**src/verilog/settings_pkg.sv**
```systemverilog
// bridge settings register map
// setting field widths and config word bit positions
// adapter assignment modes, adapter type and dip word types

package settings_pkg;

    ////////////////////////////////////////
    // bridge addresses, exact match only

    localparam logic [31:0] addr_lives        = 32'h2000_0000;
    localparam logic [31:0] addr_difficulty   = 32'h3000_0000;
    localparam logic [31:0] addr_bonus        = 32'h4000_0000;
    localparam logic [31:0] addr_demo_sounds  = 32'h5000_0000;
    // bit 0 turns the adapter on
    localparam logic [31:0] addr_snac_enable  = 32'hF200_0000;
    localparam logic [31:0] addr_snac_config  = 32'hF700_0000;
    // any write flips the reset request
    localparam logic [31:0] addr_core_reset   = 32'h8000_0000;

    ////////////////////////////////////////
    // field widths

    localparam int lives_w      = 2;
    localparam int difficulty_w = 3;
    localparam int bonus_w      = 3;

    // adapter config word layout
    localparam int snac_cfg_type_lsb   = 0;
    localparam int snac_cfg_assign_lsb = 8;

    // adapter to player mapping
    typedef enum logic [1:0] {
        p1_to_p1     = 2'd0,
        p1_to_p2     = 2'd1,
        both_direct  = 2'd2,
        both_swapped = 2'd3
    } snac_assign_t;

    typedef logic [4:0]  snac_type_t;
    typedef logic [15:0] dip_word_t;

endpackage

```
**src/verilog/controls_pkg.sv**
```systemverilog
// pad word and stick word types
// key bitmap positions, stick thresholds
// analog adapter type codes, arcade control word layout

package controls_pkg;

    ////////////////////////////////////////
    // pad and stick words

    typedef logic [15:0] pad_word_t;
    // x axis low byte, y axis next byte
    typedef logic [31:0] stick_word_t;

    // key bitmap positions
    localparam int btn_up    = 0;
    localparam int btn_down  = 1;
    localparam int btn_left  = 2;
    localparam int btn_right = 3;
    localparam int btn_fire  = 4;
    localparam int btn_coin  = 14;
    localparam int btn_start = 15;

    // stick axis slices
    localparam int stick_axis_w = 8;
    localparam int stick_x_lsb  = 0;
    localparam int stick_y_lsb  = 8;

    // idle sits near 0x7f, anything outside the band is a direction
    localparam logic [7:0] stick_low  = 8'h40;
    localparam logic [7:0] stick_high = 8'hC0;

    // adapter types that report analog sticks
    localparam logic [4:0] snac_type_analog_a = 5'h12;
    localparam logic [4:0] snac_type_analog_b = 5'h13;

    ////////////////////////////////////////
    // arcade word, up in the msb down to coin in the lsb

    typedef logic [6:0] arcade_ctrl_t;

    localparam int arc_up    = 6;
    localparam int arc_down  = 5;
    localparam int arc_left  = 4;
    localparam int arc_right = 3;
    localparam int arc_fire  = 2;
    localparam int arc_start = 1;
    localparam int arc_coin  = 0;

endpackage

```
**src/verilog/settings_regs.sv**
```systemverilog
// bridge write decoder for the core settings
// dip switch word builder
// toggle triggered core reset stretcher

`timescale 1ns/1ns

module settings_regs #(
    parameter int RESET_HOLD_CYCLES = 2097151
) (
    input  logic                       clk_74a,
    input  logic                       reset,
    input  logic                       bridge_wr,
    input  logic [31:0]                bridge_addr,
    input  logic [31:0]                bridge_wr_data,
    output settings_pkg::dip_word_t    dip_switches,
    output logic                       snac_enable,
    output settings_pkg::snac_type_t   snac_type,
    output settings_pkg::snac_assign_t snac_assign,
    output logic                       core_reset
);

    localparam int CNT_W = $clog2(RESET_HOLD_CYCLES + 1);

    logic [settings_pkg::lives_w-1:0]      lives;
    logic [settings_pkg::difficulty_w-1:0] difficulty;
    logic [settings_pkg::bonus_w-1:0]      bonus;
    logic                                  demo_sounds;
    logic                                  reset_req;
    logic                                  reset_req_d;
    logic                                  stretch;
    logic [CNT_W-1:0]                      stretch_cnt;

    ////////////////////////////////////////
    // bridge writes

    always_ff @(posedge clk_74a) begin
        if (reset) begin
            lives       <= '0;
            difficulty  <= '0;
            bonus       <= '0;
            demo_sounds <= 1'b0;
            snac_enable <= 1'b0;
            snac_type   <= '0;
            snac_assign <= settings_pkg::p1_to_p1;
            reset_req   <= 1'b0;
        end else if (bridge_wr) begin
            case (bridge_addr)
                settings_pkg::addr_lives:
                    lives <= bridge_wr_data[settings_pkg::lives_w-1:0];
                settings_pkg::addr_difficulty:
                    difficulty <= bridge_wr_data[settings_pkg::difficulty_w-1:0];
                settings_pkg::addr_bonus:
                    bonus <= bridge_wr_data[settings_pkg::bonus_w-1:0];
                settings_pkg::addr_demo_sounds:
                    demo_sounds <= bridge_wr_data[0];
                settings_pkg::addr_snac_enable:
                    snac_enable <= bridge_wr_data[0];
                settings_pkg::addr_snac_config: begin
                    snac_type   <= bridge_wr_data[settings_pkg::snac_cfg_type_lsb +: 5];
                    snac_assign <= settings_pkg::snac_assign_t'(
                        bridge_wr_data[settings_pkg::snac_cfg_assign_lsb +: 2]);
                end
                // request is a toggle, the stretcher looks for the change
                settings_pkg::addr_core_reset:
                    reset_req <= ~reset_req;
                default: ;
            endcase
        end
    end

    // high byte bonus then difficulty, low byte lives and demo sounds on top
    assign dip_switches = {2'b00, difficulty, bonus, demo_sounds, 5'b0_0000, lives};

    ////////////////////////////////////////
    // reset stretcher

    always_ff @(posedge clk_74a) begin
        if (reset) begin
            reset_req_d <= 1'b0;
            stretch     <= 1'b0;
            stretch_cnt <= '0;
        end else begin
            // always track, so a toggle during the stretch is swallowed
            reset_req_d <= reset_req;
            if (stretch) begin
                if (stretch_cnt == '0) begin
                    stretch <= 1'b0;
                end else begin
                    stretch_cnt <= stretch_cnt - 1'b1;
                end
            end else if (reset_req != reset_req_d) begin
                stretch     <= 1'b1;
                stretch_cnt <= CNT_W'(RESET_HOLD_CYCLES - 1);
            end
        end
    end

    assign core_reset = stretch | reset;

endmodule

```
**src/verilog/snac_dpad.sv**
```systemverilog
// adapter d-pad decoder for both players
// sticks through fixed thresholds on analog types, else button bits

`timescale 1ns/1ns

module snac_dpad (
    input  logic                      clk_74a,
    input  logic                      reset,
    input  settings_pkg::snac_type_t  snac_type,
    input  controls_pkg::pad_word_t   snac_p1_btn,
    input  controls_pkg::stick_word_t snac_p1_joy,
    input  controls_pkg::pad_word_t   snac_p2_btn,
    input  controls_pkg::stick_word_t snac_p2_joy,
    output controls_pkg::pad_word_t   p1_pad,
    output controls_pkg::pad_word_t   p2_pad
);

    logic is_analog;

    // one player's word, buttons 15..4 always pass
    function automatic controls_pkg::pad_word_t decode_pad(
        input controls_pkg::pad_word_t   btn,
        input controls_pkg::stick_word_t joy,
        input logic                      analog
    );
        logic [controls_pkg::stick_axis_w-1:0] x;
        logic [controls_pkg::stick_axis_w-1:0] y;
        controls_pkg::pad_word_t               pad;

        x   = joy[controls_pkg::stick_x_lsb +: controls_pkg::stick_axis_w];
        y   = joy[controls_pkg::stick_y_lsb +: controls_pkg::stick_axis_w];
        pad = btn;
        if (analog) begin
            // y grows downward, x grows right
            pad[controls_pkg::btn_up]    = (y < controls_pkg::stick_low);
            pad[controls_pkg::btn_down]  = (y > controls_pkg::stick_high);
            pad[controls_pkg::btn_left]  = (x < controls_pkg::stick_low);
            pad[controls_pkg::btn_right] = (x > controls_pkg::stick_high);
        end
        return pad;
    endfunction

    assign is_analog = (snac_type == controls_pkg::snac_type_analog_a) ||
                       (snac_type == controls_pkg::snac_type_analog_b);

    // one register stage
    always_ff @(posedge clk_74a) begin
        if (reset) begin
            p1_pad <= '0;
            p2_pad <= '0;
        end else begin
            p1_pad <= decode_pad(snac_p1_btn, snac_p1_joy, is_analog);
            p2_pad <= decode_pad(snac_p2_btn, snac_p2_joy, is_analog);
        end
    end

endmodule

```
**src/verilog/control_router.sv**
```systemverilog
// player routing between console pads and adapter pads
// arcade control word from player one
// coin pulse stretcher on the coin release

`timescale 1ns/1ns

module control_router #(
    parameter int COIN_PULSE_CYCLES = 1048575
) (
    input  logic                       clk_74a,
    input  logic                       reset,
    input  logic                       snac_enable,
    input  settings_pkg::snac_type_t   snac_type,
    input  settings_pkg::snac_assign_t snac_assign,
    input  controls_pkg::pad_word_t    p1_pad,
    input  controls_pkg::pad_word_t    p2_pad,
    input  controls_pkg::pad_word_t    cont1_key,
    input  controls_pkg::pad_word_t    cont2_key,
    output controls_pkg::pad_word_t    p1_controls,
    output controls_pkg::pad_word_t    p2_controls,
    output controls_pkg::arcade_ctrl_t arcade_controls
);

    localparam int CNT_W = $clog2(COIN_PULSE_CYCLES + 1);

    logic             console_only;
    logic             coin_d;
    logic             coin_fall;
    logic             coin_pulse;
    logic [CNT_W-1:0] coin_cnt;

    ////////////////////////////////////////
    // player routing

    // adapter off or type 0 means console pads only
    assign console_only = !snac_enable || (snac_type == '0);

    always_ff @(posedge clk_74a) begin
        if (reset) begin
            p1_controls <= '0;
            p2_controls <= '0;
        end else if (console_only) begin
            p1_controls <= cont1_key;
            p2_controls <= cont2_key;
        end else begin
            case (snac_assign)
                settings_pkg::p1_to_p1: begin
                    p1_controls <= p1_pad;
                    p2_controls <= cont1_key;
                end
                settings_pkg::p1_to_p2: begin
                    p1_controls <= cont1_key;
                    p2_controls <= p1_pad;
                end
                settings_pkg::both_direct: begin
                    p1_controls <= p1_pad;
                    p2_controls <= p2_pad;
                end
                default: begin
                    // both swapped
                    p1_controls <= p2_pad;
                    p2_controls <= p1_pad;
                end
            endcase
        end
    end

    ////////////////////////////////////////
    // coin pulse

    assign coin_fall = coin_d && !p1_controls[controls_pkg::btn_coin];

    always_ff @(posedge clk_74a) begin
        if (reset) begin
            coin_d     <= 1'b0;
            coin_pulse <= 1'b0;
            coin_cnt   <= '0;
        end else begin
            coin_d <= p1_controls[controls_pkg::btn_coin];
            if (coin_pulse) begin
                // releases inside the pulse do not restart it
                if (coin_cnt == '0) begin
                    coin_pulse <= 1'b0;
                end else begin
                    coin_cnt <= coin_cnt - 1'b1;
                end
            end else if (coin_fall) begin
                coin_pulse <= 1'b1;
                coin_cnt   <= CNT_W'(COIN_PULSE_CYCLES - 1);
            end
        end
    end

    // arcade word, all from player one
    always_comb begin
        arcade_controls                          = '0;
        arcade_controls[controls_pkg::arc_up]    = p1_controls[controls_pkg::btn_up];
        arcade_controls[controls_pkg::arc_down]  = p1_controls[controls_pkg::btn_down];
        arcade_controls[controls_pkg::arc_left]  = p1_controls[controls_pkg::btn_left];
        arcade_controls[controls_pkg::arc_right] = p1_controls[controls_pkg::btn_right];
        arcade_controls[controls_pkg::arc_fire]  = p1_controls[controls_pkg::btn_fire];
        arcade_controls[controls_pkg::arc_start] = p1_controls[controls_pkg::btn_start];
        arcade_controls[controls_pkg::arc_coin]  = coin_pulse;
    end

endmodule

```
**src/verilog/arcade_ctrl_top.sv**
```systemverilog
// control front end top level
// settings registers, adapter d-pad decoder and player router

`timescale 1ns/1ns

module arcade_ctrl_top #(
    parameter int RESET_HOLD_CYCLES = 2097151,
    parameter int COIN_PULSE_CYCLES = 1048575
) (
    input  logic                       clk_74a,
    input  logic                       reset,
    // host bridge
    input  logic                       bridge_wr,
    input  logic [31:0]                bridge_addr,
    input  logic [31:0]                bridge_wr_data,
    // console pads
    input  controls_pkg::pad_word_t    cont1_key,
    input  controls_pkg::pad_word_t    cont2_key,
    // adapter pads
    input  controls_pkg::pad_word_t    snac_p1_btn,
    input  controls_pkg::stick_word_t  snac_p1_joy,
    input  controls_pkg::pad_word_t    snac_p2_btn,
    input  controls_pkg::stick_word_t  snac_p2_joy,
    output settings_pkg::dip_word_t    dip_switches,
    output logic                       core_reset,
    output controls_pkg::pad_word_t    p1_controls,
    output controls_pkg::pad_word_t    p2_controls,
    output controls_pkg::arcade_ctrl_t arcade_controls
);

    logic                       snac_enable;
    settings_pkg::snac_type_t   snac_type;
    settings_pkg::snac_assign_t snac_assign;
    controls_pkg::pad_word_t    p1_pad;
    controls_pkg::pad_word_t    p2_pad;

    ////////////////////////////////////////
    // settings and adapter decode

    settings_regs #(
        .RESET_HOLD_CYCLES(RESET_HOLD_CYCLES)
    ) settings_regs_i (
        .clk_74a(clk_74a),
        .reset(reset),
        .bridge_wr(bridge_wr),
        .bridge_addr(bridge_addr),
        .bridge_wr_data(bridge_wr_data),
        .dip_switches(dip_switches),
        .snac_enable(snac_enable),
        .snac_type(snac_type),
        .snac_assign(snac_assign),
        .core_reset(core_reset)
    );

    snac_dpad snac_dpad_i (
        .clk_74a(clk_74a),
        .reset(reset),
        .snac_type(snac_type),
        .snac_p1_btn(snac_p1_btn),
        .snac_p1_joy(snac_p1_joy),
        .snac_p2_btn(snac_p2_btn),
        .snac_p2_joy(snac_p2_joy),
        .p1_pad(p1_pad),
        .p2_pad(p2_pad)
    );

    ////////////////////////////////////////
    // routing and arcade word

    control_router #(
        .COIN_PULSE_CYCLES(COIN_PULSE_CYCLES)
    ) control_router_i (
        .clk_74a(clk_74a),
        .reset(reset),
        .snac_enable(snac_enable),
        .snac_type(snac_type),
        .snac_assign(snac_assign),
        .p1_pad(p1_pad),
        .p2_pad(p2_pad),
        .cont1_key(cont1_key),
        .cont2_key(cont2_key),
        .p1_controls(p1_controls),
        .p2_controls(p2_controls),
        .arcade_controls(arcade_controls)
    );

endmodule

```
**config.mk**
```make
export PLATFORM = sky130hd
export DESIGN_NAME = arcade_ctrl_top
export DESIGN_NICKNAME = d
export VERILOG_FILES = /design/src/verilog/settings_pkg.sv /design/src/verilog/controls_pkg.sv /design/src/verilog/settings_regs.sv /design/src/verilog/snac_dpad.sv /design/src/verilog/control_router.sv /design/src/verilog/arcade_ctrl_top.sv
export SDC_FILE = /design/constraint.sdc
export NUM_CORES = 1
export LEC_CHECK = 0
export BUFFER_PORTS_ARGS = -buffer_cell sky130_fd_sc_hd__clkbuf_2
export CORE_MARGIN = 5
export CORE_UTILIZATION = 44
export DETAILED_ROUTE_END_ITERATION = 16
export PLACE_DENSITY = 0.82
export SETUP_SLACK_MARGIN = 0.4
export SLEW_MARGIN = 10
export SYNTH_ARGS = -nofsm -noshare
export SYNTH_HDL_FRONTEND = slang
export SYNTH_SLANG_ARGS = --single-unit
```
**constraint.sdc**
```tcl
create_clock -name clk_74a -period 2.1 [get_ports clk_74a]
set_clock_uncertainty 0.05 [all_clocks]
set_input_delay 0.21 -clock clk_74a [delete_from_list [all_inputs] [get_ports clk_74a]]
set_output_delay 0.21 -clock clk_74a [all_outputs]
set_load 0.02 [all_outputs]
```
== Yosys cells after proc, flatten, opt, wreduce, memory -nomap -nowiden ==
Cells that the tools add are included.

* Order comparisons: 8
* Mux-type cells: 18
* Reductions and logical operators: 21
* Equality and inequality tests: 14
* Add/subtract/negate cells: 2
* Bitwise gates (word level): 2

{| class="wikitable"
|+ Operators with widths
! kind !! number
|-
| $eq A32 B32 Y1 const B || 3
|-
| $eq A32 B30 Y1 const B || 2
|-
| $eq A32 B31 Y1 const B || 2
|-
| $pmux W16 S2 || 2
|-
| $mux W21 || 3
|-
| $mux W20 || 3
|-
| $gt A8 B8 Y1 const B || 4
|-
| $lt A8 B7 Y1 const B || 4
|-
| $mux W16 || 2
|-
| $logic_not A21 Y1 || 1
|-
| $sub A21 B1 Y21 const B || 1
|-
| $logic_not A20 Y1 || 1
|-
| $sub A20 B1 Y20 const B || 1
|-
| $reduce_and A2 Y1 || 9
|-
| $eq A5 B5 Y1 const B || 2
|-
| $mux W4 || 2
|-
| $mux W1 || 6
|-
| $logic_not A5 Y1 || 1
|-
| $ne A2 B2 Y1 const B || 2
|-
| $reduce_bool A2 Y1 || 2
|-
| $eq A2 B1 Y1 const B || 1
|-
| $eq A2 B2 Y1 const B || 1
|-
| $logic_not A1 Y1 || 2
|-
| $logic_not A2 Y1 || 1
|-
| 6 further kinds || 7
|}

* Flip-flop bits (word level): 127
* Logic and storage cells: 83
* Input bits: 195
* Output and inout bits: 56

== Depth between registers and ports, before layout ==
Gate-level depths: netlist of run 1.

* Depth in word-level cells: 4
* Gate-level depth with buffers: 8
* Mapped depth without buffers: 7

== Cells and area by module ==
A second synthesis of run 1 with hierarchy kept.

* Cells, all modules: 738
* Area, all modules: 6389.9 um^2

{| class="wikitable"
|+ Modules (own cells, without submodules)
! module !! cells each !! instances !! seq. area each (um^2) !! area each (um^2)
|-
| control_router || 412 || 1 || 1081.0 || 3228.1
|-
| settings_regs || 232 || 1 || 820.8 || 2097.0
|-
| snac_dpad || 94 || 1 || 640.6 || 1064.8
|}

== Worst setup path after synthesis of run 1 ==
OpenSTA, ideal clock, no wires.

* Kind: register to register
* Start: register control_router_i.coin_cnt[11]
* End: register control_router_i.coin_cnt[15]
* Slack: 0.153 ns
* Arrival time: 1.823 ns
* Library setup time: 0.074 ns
* Path buffers: 1
* Clock period less this slack: 1.947 ns
* Cell stages (with the launch flop): 6
* Required time: 1.976 ns
* Path through: dfxtp_1 > or3_1 > or3b_1 > buf_4 > or4_1 > a31oi_1

* Longest elaborated chain between the ends: 3
* Elaborated cells between the ends (all ways): 6
* Classes of those cells: add/sub (1); eq/ne (1); mux (2); reduce/logical (2)

{| class="wikitable"
|+ Ends and longest elaborated chain
! element !! line !! RTL
|-
| from (decl) || control_router.sv:30 || <nowiki>logic [CNT_W-1:0] coin_cnt;</nowiki>
|-
| from (signal assigned) || control_router.sv:85 || <nowiki>coin_cnt <= coin_cnt - 1'b1;</nowiki>
|-
| from (signal assigned) || control_router.sv:89 || <nowiki>coin_cnt <= CNT_W'(COIN_PULSE_CYCLES - 1);</nowiki>
|-
| $sub A20 B1 Y20 or $logic_not A20 Y1 (tied branches) || control_router.sv:85, control_router.sv:82 ||
|-
| $mux W20 or $ne A2 B2 Y1 (tied branches) || - ||
|-
| $mux W20 or $reduce_and A2 Y1 (tied branches) || - ||
|}

Parallel ways exist; a longest one is shown, timed or not. The select of a mux whose other input is x is not followed.
A chain may end at the register's enable or synchronous reset.

== Final worst setup path of run 1 ==
* Start: register control_router_i.coin_cnt[15]
* End: register control_router_i.coin_cnt[7]

* Longest elaborated chain between the ends: 3

{| class="wikitable"
|+ Ends and longest elaborated chain
! element !! line !! RTL
|-
| $logic_not A20 Y1 || control_router.sv:82 || <nowiki>if (coin_cnt == '0) begin</nowiki>
|-
| $ne A2 B2 Y1 (no line) || - ||
|-
| $reduce_and A2 Y1 (no line) || - ||
|}

Every way passes these cells.

==> impl_metrics.env, run 1 <==
export IMPL_grt_remaining_overflow=0
export IMPL_htree_levels=4
export IMPL_synth_edf_count=0
export IMPL_slew_violations=0
export IMPL_cts_root_buf="clkbuf_16"
export IMPL_hold_end="settings_regs_i.snac_assign[0]"
export IMPL_final_nets=1188
export IMPL_synth_cell_type_count=54
export IMPL_remaining_drc_errors=0
export IMPL_ys_warn_count=0
export IMPL_vias=6730
export IMPL_numPortBuffers=186
export IMPL_finalPower_mw=6.46
export IMPL_path_clk_slew_ps=60
export IMPL_yosys_area_top_type="dfxtp_1"
export IMPL_syn_instance_count=709
export IMPL_fillCellCount=844
export IMPL_p_per_area_nw_per_um2=667
export IMPL_grt_first_pass_wirelength_microns=32000
export IMPL_die_width_microns=127
export IMPL_dieArea_sq_um=16100
export IMPL_ant_nets=0
export IMPL_hpwl_microns=11500
export IMPL_status="completed"
export IMPL_dp_cells=1035
export IMPL_insertion_delay_ps=440
export IMPL_ir_drop_uv=658
export IMPL_ys_top_cells_by_area="dfxtp_1 (42%), mux2i_1 (6.3%), o21ai_0 (4.7%), nand2_1 (4.4%), a21oi_1 (4.2%)"
export IMPL_rsz0062_at_grt="yes"
export IMPL_p_leak_nw=3.94
export IMPL_reg2reg_to="control_router_i.coin_cnt[7]"
export IMPL_period_minus_slack_ps=2020
export IMPL_async_flop_share=0
export IMPL_critPathKind="flop to flop"
export IMPL_cts_tree="yes"
export IMPL_ys_flop_type="dfxtp_1"
export IMPL_fin_setup_tns_ps=0
export IMPL_arrival_ps=2280
export IMPL_synth_seq_cells=127
export IMPL_gp_congestion=0.843
export IMPL_holdCritPathClass="input port to flop"
export IMPL_chipHeight_microns=127
export IMPL_r2r_start="control_router_i.coin_cnt[15]"
export IMPL_maxCapViolCount=0
export IMPL_vias_per_cell=5.71
export IMPL_layout_cells_non_filler=1178
export IMPL_clock_fmax_ghz=0.495
export IMPL_end_kind="flop"
export IMPL_min_from="bridge_wr_data[8]"
export IMPL_r2r_slack_ps=80
export IMPL_grt_max_degree=67
export IMPL_setup_viol=0
export IMPL_drive_gt1_frac=0.443
export IMPL_gr_usage_all_layers=0.245
export IMPL_start_util=0.452
export IMPL_design_area_sq_um=9700
export IMPL_ys_seq_area_frac=0.422
export IMPL_cp_max_fo=6
export IMPL_post_route_period_util=0.962
export IMPL_area_growth_pct=60.9
export IMPL_synth_most_common_cell="dfxtp_1"
export IMPL_post_dp_cell_area_sq_um=7240
export IMPL_finalWirelength_microns=21900
export IMPL_syn_area_sq_um=6030
export IMPL_yosys_top_cells_count="dfxtp_1 (127), nand2_1 (70), o21ai_0 (57)"
export IMPL_utilization=0.726
export IMPL_critPathLaunchType="flop"
export IMPL_rows=42
export IMPL_dr_pass1_iters=5
export IMPL_antenna_found_initial=0
export IMPL_holdPathStages=3
export IMPL_slew_headroom=0.586
export IMPL_synth_top_cell_area_share=0.422
export IMPL_syn_mean_instance_area_sq_um=8.50
export IMPL_cts_max_path_buffers=2
export IMPL_core_sq_um=13300
export IMPL_io_pins=251
export IMPL_wire_per_inst_microns=18.6
export IMPL_drt_iter0_drc=448
export IMPL_grt_pass1_vias=6549
export IMPL_cp_required_ps=2360
export IMPL_cts_buffers=17
export IMPL_hold_viol=0
export IMPL_numClockSinks=127
export IMPL_reg2reg_depth=7
export IMPL_worst_pin_slew_ps=613
==> area by class of cell <==
type / instances / area (sq um) / area share
multi-input cells: 519 / 3910 / 0.403
clock inverters: 13 / 118 / 0.0121
inverters: 7 / 33.8 / 0.00348
clock buffers: 18 / 439 / 0.0453
repair buffers: 317 / 2370 / 0.244
well taps: 176 / 220 / 0.0227
flip-flops and latches: 127 / 2610 / 0.269
diodes: 1 / 2.50 / 0.000258
==> layout by cell type (no fill, tap or decap), drive strengths merged, types with 3 or more instances in the layout <==
cell type / Yosys / final
a211oi: 20 / 20
a21oi: 52 / 52
a311oi: 8 / 8
a31oi: 7 / 7
buf: 24 / 82
clkbuf: 39 / 202
clkinv: 0 / 9
conb: 1 / 7
dfxtp: 127 / 127
dlygate4sd3: 0 / 50
ha: 4 / 4
inv: 7 / 8
mux2i: 38 / 38
nand2: 70 / 70
nand2b: 5 / 5
nand3: 11 / 11
nand3b: 17 / 17
nand4: 3 / 3
nor2: 51 / 51
nor2b: 30 / 30
nor3: 22 / 22
nor4: 25 / 25
o21ai: 57 / 57
o311ai: 5 / 5
o31ai: 9 / 9
or2: 5 / 5
or3: 21 / 21
or3b: 4 / 4
or4: 10 / 10
xnor2: 10 / 10
==> metal layers <==
metal  vias to the layer above  track usage  share of wire
met4                         0       0.0890          0.037
met5                         -            0              0
met3                        89       0.0588          0.060
li1                       3121            -              -
met1                      3208        0.279           0.37
met2                       312        0.446           0.53
==> worst max-delay path, cell delays in order (launching register included) <==
cell	delay [ps]
dfxtp_2	320
or4_4	570
nor4_4	260
buf_4	180
a211o_4	150
buf_6	110
o211ai_1	100
o311a_1	160
==> how the worst max path moves through the flow <==
stage               slack [ps]                          start  depth (start not counted)                            end
floorplan                  200  control_router_i.coin_cnt[13]                          5  control_router_i.coin_cnt[19]
global placement           110   control_router_i.coin_cnt[7]                          4  control_router_i.coin_cnt[19]
detailed placement          50   control_router_i.coin_cnt[7]                          4  control_router_i.coin_cnt[17]
CTS                        190   control_router_i.coin_cnt[7]                          4  control_router_i.coin_cnt[17]
global route                30  control_router_i.coin_cnt[15]                          7   control_router_i.coin_cnt[7]
finish                      80  control_router_i.coin_cnt[15]                          7   control_router_i.coin_cnt[7]
==> where the power goes <==
part / total, mW / switching (mW) / internal, mW
sequential: 2.58 / 0.0783 / 2.50
clock: 2.79 / 1.14 / 1.65
combinational: 1.09 / 0.543 / 0.549
==> cells by family (layout without fill, tap and decap cells) <==
kind of cell | Yosys count | after routing | share of synthesized area
other cells | 1 | 8 | 0.000622
buf+inv | 70 | 355 | 0.0550
mux | 38 | 38 | 0.0631
xor+xnor | 11 | 11 | 0.0160
simple gates | 286 | 286 | 0.258
fa+ha+maj | 4 | 4 | 0.00830
flops | 127 | 127 | 0.422
compound gates | 172 | 173 | 0.177
==> sequential cells by signal (all words and copies together) (netlist names), 2 cells and up <==
signal / cells
settings_regs_i.lives: 2
settings_regs_i.stretch_cnt: 21
control_router_i.coin_cnt: 20
settings_regs_i.snac_assign: 2
control_router_i.p2_controls: 16
control_router_i.p1_controls: 16
settings_regs_i.snac_type: 5
settings_regs_i.bonus: 3
settings_regs_i.difficulty: 3
snac_dpad_i.p1_pad: 16
snac_dpad_i.p2_pad: 16
==> timing repair <==
item                                   CTS  global route
pin swaps                               47            47
gates resized for setup                110           110
endpoints found under the hold margin   50             0
buffers inserted                        35            19
hold buffers                            50             0
setup endpoints to repair               59            80
cloned                                   7             0
==> per-stage QoR <==
step / hold slack [ps] / setup slack, ps
floorplan: 288 / 195
CTS: 6.93 / 186
detailed placement: 376 / 54.0
global placement: 374 / 108
finish: 30.6 / 80.3
global route: 50.1 / 25.7
No activity file was read; power rests on OpenSTA's default activity.
==> run 2: changes to the inputs <==
==> constraint.sdc (replaced) <==
create_clock -name clk_74a -period 2.1 [get_ports clk_74a]
set_clock_uncertainty 0.05 [all_clocks]
set_input_delay 0.525 -clock clk_74a [delete_from_list [all_inputs] [get_ports clk_74a]]
set_output_delay 0.525 -clock clk_74a [all_outputs]
set_load 0.02 [all_outputs]
==> run 2 against run 1 <==
Against the previous run: the flow now finishes with violations (setup timing); combinational power shrank 6%; hold slack improved by 230 ps; final cell count is 3.4% lower; worst setup slack lost 110 ps; power decreased by 1.3%; via count is 2.5% lower; die area did not move; clock-buffer cell count increased by 4; final area down 4.1%; sequential share of layout area is 1.1 points higher; register-to-register slack worse by 110 ps; critical endpoint is now control_router_i.coin_cnt[0]; highest routed layer unchanged.
==> impl_metrics.env, run 2 (synthesis results as in run 1) <==
export IMPL_layout_cells_non_filler=1138
export IMPL_grt_max_degree=68
export IMPL_holdPathStages=2
export IMPL_numPortBuffers=186
export IMPL_slowest_stage="nor4bb_2"
export IMPL_r2r_slack_ps=-30
export IMPL_crit_start="control_router_i.coin_cnt[9]"
export IMPL_holdCritPathClass="input port to flop"
export IMPL_largestRegisters="settings_regs_i.stretch_cnt: 21 flops, control_router_i.coin_cnt: 20 flops"
export IMPL_layout_common_cells="clkbuf_2 (182), dfxtp_1 (96), nand2_1 (60), buf_4 (59), nor2_1 (49)"
export IMPL_hold_viol=0
export IMPL_grtUsageMet2=0.387
export IMPL_rows=42
export IMPL_cts_max_path_buffers=2
export IMPL_ir_drop_uv=506
export IMPL_reg2reg_depth=6
export IMPL_start_util=0.452
export IMPL_switching_share=0.268
export IMPL_antenna_found_initial=0
export IMPL_final_nets=1148
export IMPL_setup_viol=1
export IMPL_drt_iter0_drc=452
export IMPL_cts_root_buf="clkbuf_16"
export IMPL_reg2reg_to="control_router_i.coin_cnt[0]"
export IMPL_pwr_share_comb=0.160
export IMPL_period_minus_slack_ps=2130
export IMPL_finalWirelength_microns=20800
export IMPL_numClockSinks=127
export IMPL_core_sq_um=13300
export IMPL_antenna_cells=0
export IMPL_hold_slack_ps=262
export IMPL_cp_required_ps=2350
export IMPL_dr_pass1_iters=5
export IMPL_top_register="settings_regs_i.stretch_cnt"
export IMPL_power_frac_seq=0.404
export IMPL_grt_use_met1=0.279
export IMPL_p_per_area_nw_per_um2=686
export IMPL_io_pins=251
export IMPL_slew_headroom=0.540
export IMPL_rsz0062_at_grt="yes"
export IMPL_p_int_mw=4.67
export IMPL_cts_buffers=17
export IMPL_drive_gt1_frac=0.483
export IMPL_vias_per_cell=5.76
export IMPL_ant_nets=0
export IMPL_gp_congestion=0.845
export IMPL_grt_remaining_overflow=0
export IMPL_largest_reg_flops=21
export IMPL_setup_ws_ps=-25.6
export IMPL_worst_pin_slew_ps=690
export IMPL_insertion_delay_ps=420
export IMPL_min_from="snac_p1_btn[10]"
export IMPL_path_clk_slew_ps=60
export IMPL_arrival_ps=2370
export IMPL_cp_cell_sequence="nor4_4 -> nor4bb_2 -> buf_4 -> a21boi_4 -> mux2i_2 -> nor2_1"
export IMPL_htree_levels=4
export IMPL_final_common_cell="clkbuf_2"
export IMPL_p_leak_nw=3.82
export IMPL_critical_path_buf_inv_count=1
export IMPL_wire_per_inst_microns=18.3
export IMPL_power_frac_clock=0.436
export IMPL_dp_cells=1042
export IMPL_power_switching_mw=1.71
export IMPL_chipHeight_microns=127
export IMPL_cts_tree="yes"
export IMPL_hold_end="snac_dpad_i.p1_pad[10]"
export IMPL_post_route_period_util=1.01
export IMPL_end_kind="flop"
export IMPL_clock_fmax_ghz=0.470
export IMPL_critPathLaunchType="flop"
export IMPL_status="finished with violations"
export IMPL_r2r_start="control_router_i.coin_cnt[9]"
export IMPL_vias=6560
export IMPL_dieArea_sq_um=16100
export IMPL_maxCapViolCount=0
export IMPL_hpwl_microns=11100
export IMPL_slew_violations=0
export IMPL_die_width_microns=127
export IMPL_crit_family="simple AND/OR/NAND/NOR gates"
export IMPL_grt_busiest_layer="met2"
export IMPL_grt_pass1_vias=6212
export IMPL_violations="setup timing"
export IMPL_area_growth_pct=54.3
export IMPL_gr_usage_all_layers=0.230
export IMPL_remaining_drc_errors=0
export IMPL_grt_use_met3=0.0551
export IMPL_cp_max_fo=7
export IMPL_grt_first_pass_wirelength_microns=30500
export IMPL_critPathKind="flop to flop"
export IMPL_max_stage_delay_ps=530
==> run 2: cell type report <==
type                       count  area [sq um]
clock buffer                  22           464
tap                          176           220
multi-input combinational    519          3950
fill                         948          4050
timing repair buffer         277          1940
clock inverter                10          88.8
inverter                       7          36.3
sequential                   127          2610
==> run 2: how the worst max path moves through the flow <==
| stage | end | slack (ps) | cells after the start |
|---|---|---|---|
| after global routing | control_router_i.coin_cnt[0] | -140 | 6 |
| after detailed placement | control_router_i.coin_cnt[18] | 30 | 6 |
| after global placement | settings_regs_i.snac_assign[1] | 40 | 8 |
| after CTS | control_router_i.coin_cnt[15] | 140 | 5 |
| after floorplan | settings_regs_i.snac_assign[0] | 20 | 5 |
| final | control_router_i.coin_cnt[0] | -30 | 6 |
==> run 2: what timing repair did <==
item | in CTS | in global routing
buffers inserted | 37 | 18
setup endpoints to repair | 59 | 95
cloned | 8 | 1
hold buffers | 0 | 0
gates resized for setup | 111 | 102
pin swaps | 53 | 43
==> run 2: per-stage QoR <==
step / setup slack, ps / utilization / total power, mW / instance area [sq um] / TNS [ps]
detailed placement: 32.4 / 0.551 / 3.35 / 7360 / 0
CTS: 136 / 0.654 / 6.26 / 8730 / 0
global placement: 39.9 / 0.551 / 3.33 / 7360 / 0
finish: -25.6 / 0.697 / 6.38 / 9300 / -25.6
floorplan: 23.3 / - / 3.11 / 6260 / 0
global route: -136 / 0.697 / 6.56 / 9300 / -866
==> run 2: power by group through the flow <==
stage / clock [mW] / sequential, mW / combinational, mW
6_report: 2.78 / 2.58 / 1.02
4_1_cts: 2.76 / 2.58 / 0.913
2_1_floorplan: 0 / 2.66 / 0.452
3_3_place_gp: 0 / 2.62 / 0.710
3_5_place_dp: 0 / 2.63 / 0.723
5_1_grt: 2.89 / 2.59 / 1.08
==> run 2: metal layers <==
metal	part of all wire	vias up
met5	0	-
met4	0.039	0
met3	0.079	75
met2	0.51	344
met1	0.38	3101
li1	-	3040
==> run 2: worst reg2reg max path: cells and delay by family, from the launching register on <==
| kind | cells | cell delay, ps |
|---|---|---|
| flip-flops | 1 | 340 |
| AND/OR/NAND/NOR | 3 | 960 |
| multiplexers | 1 | 230 |
| AO/OA/AOI/OAI | 1 | 110 |
| buffers and inverters | 1 | 320 |
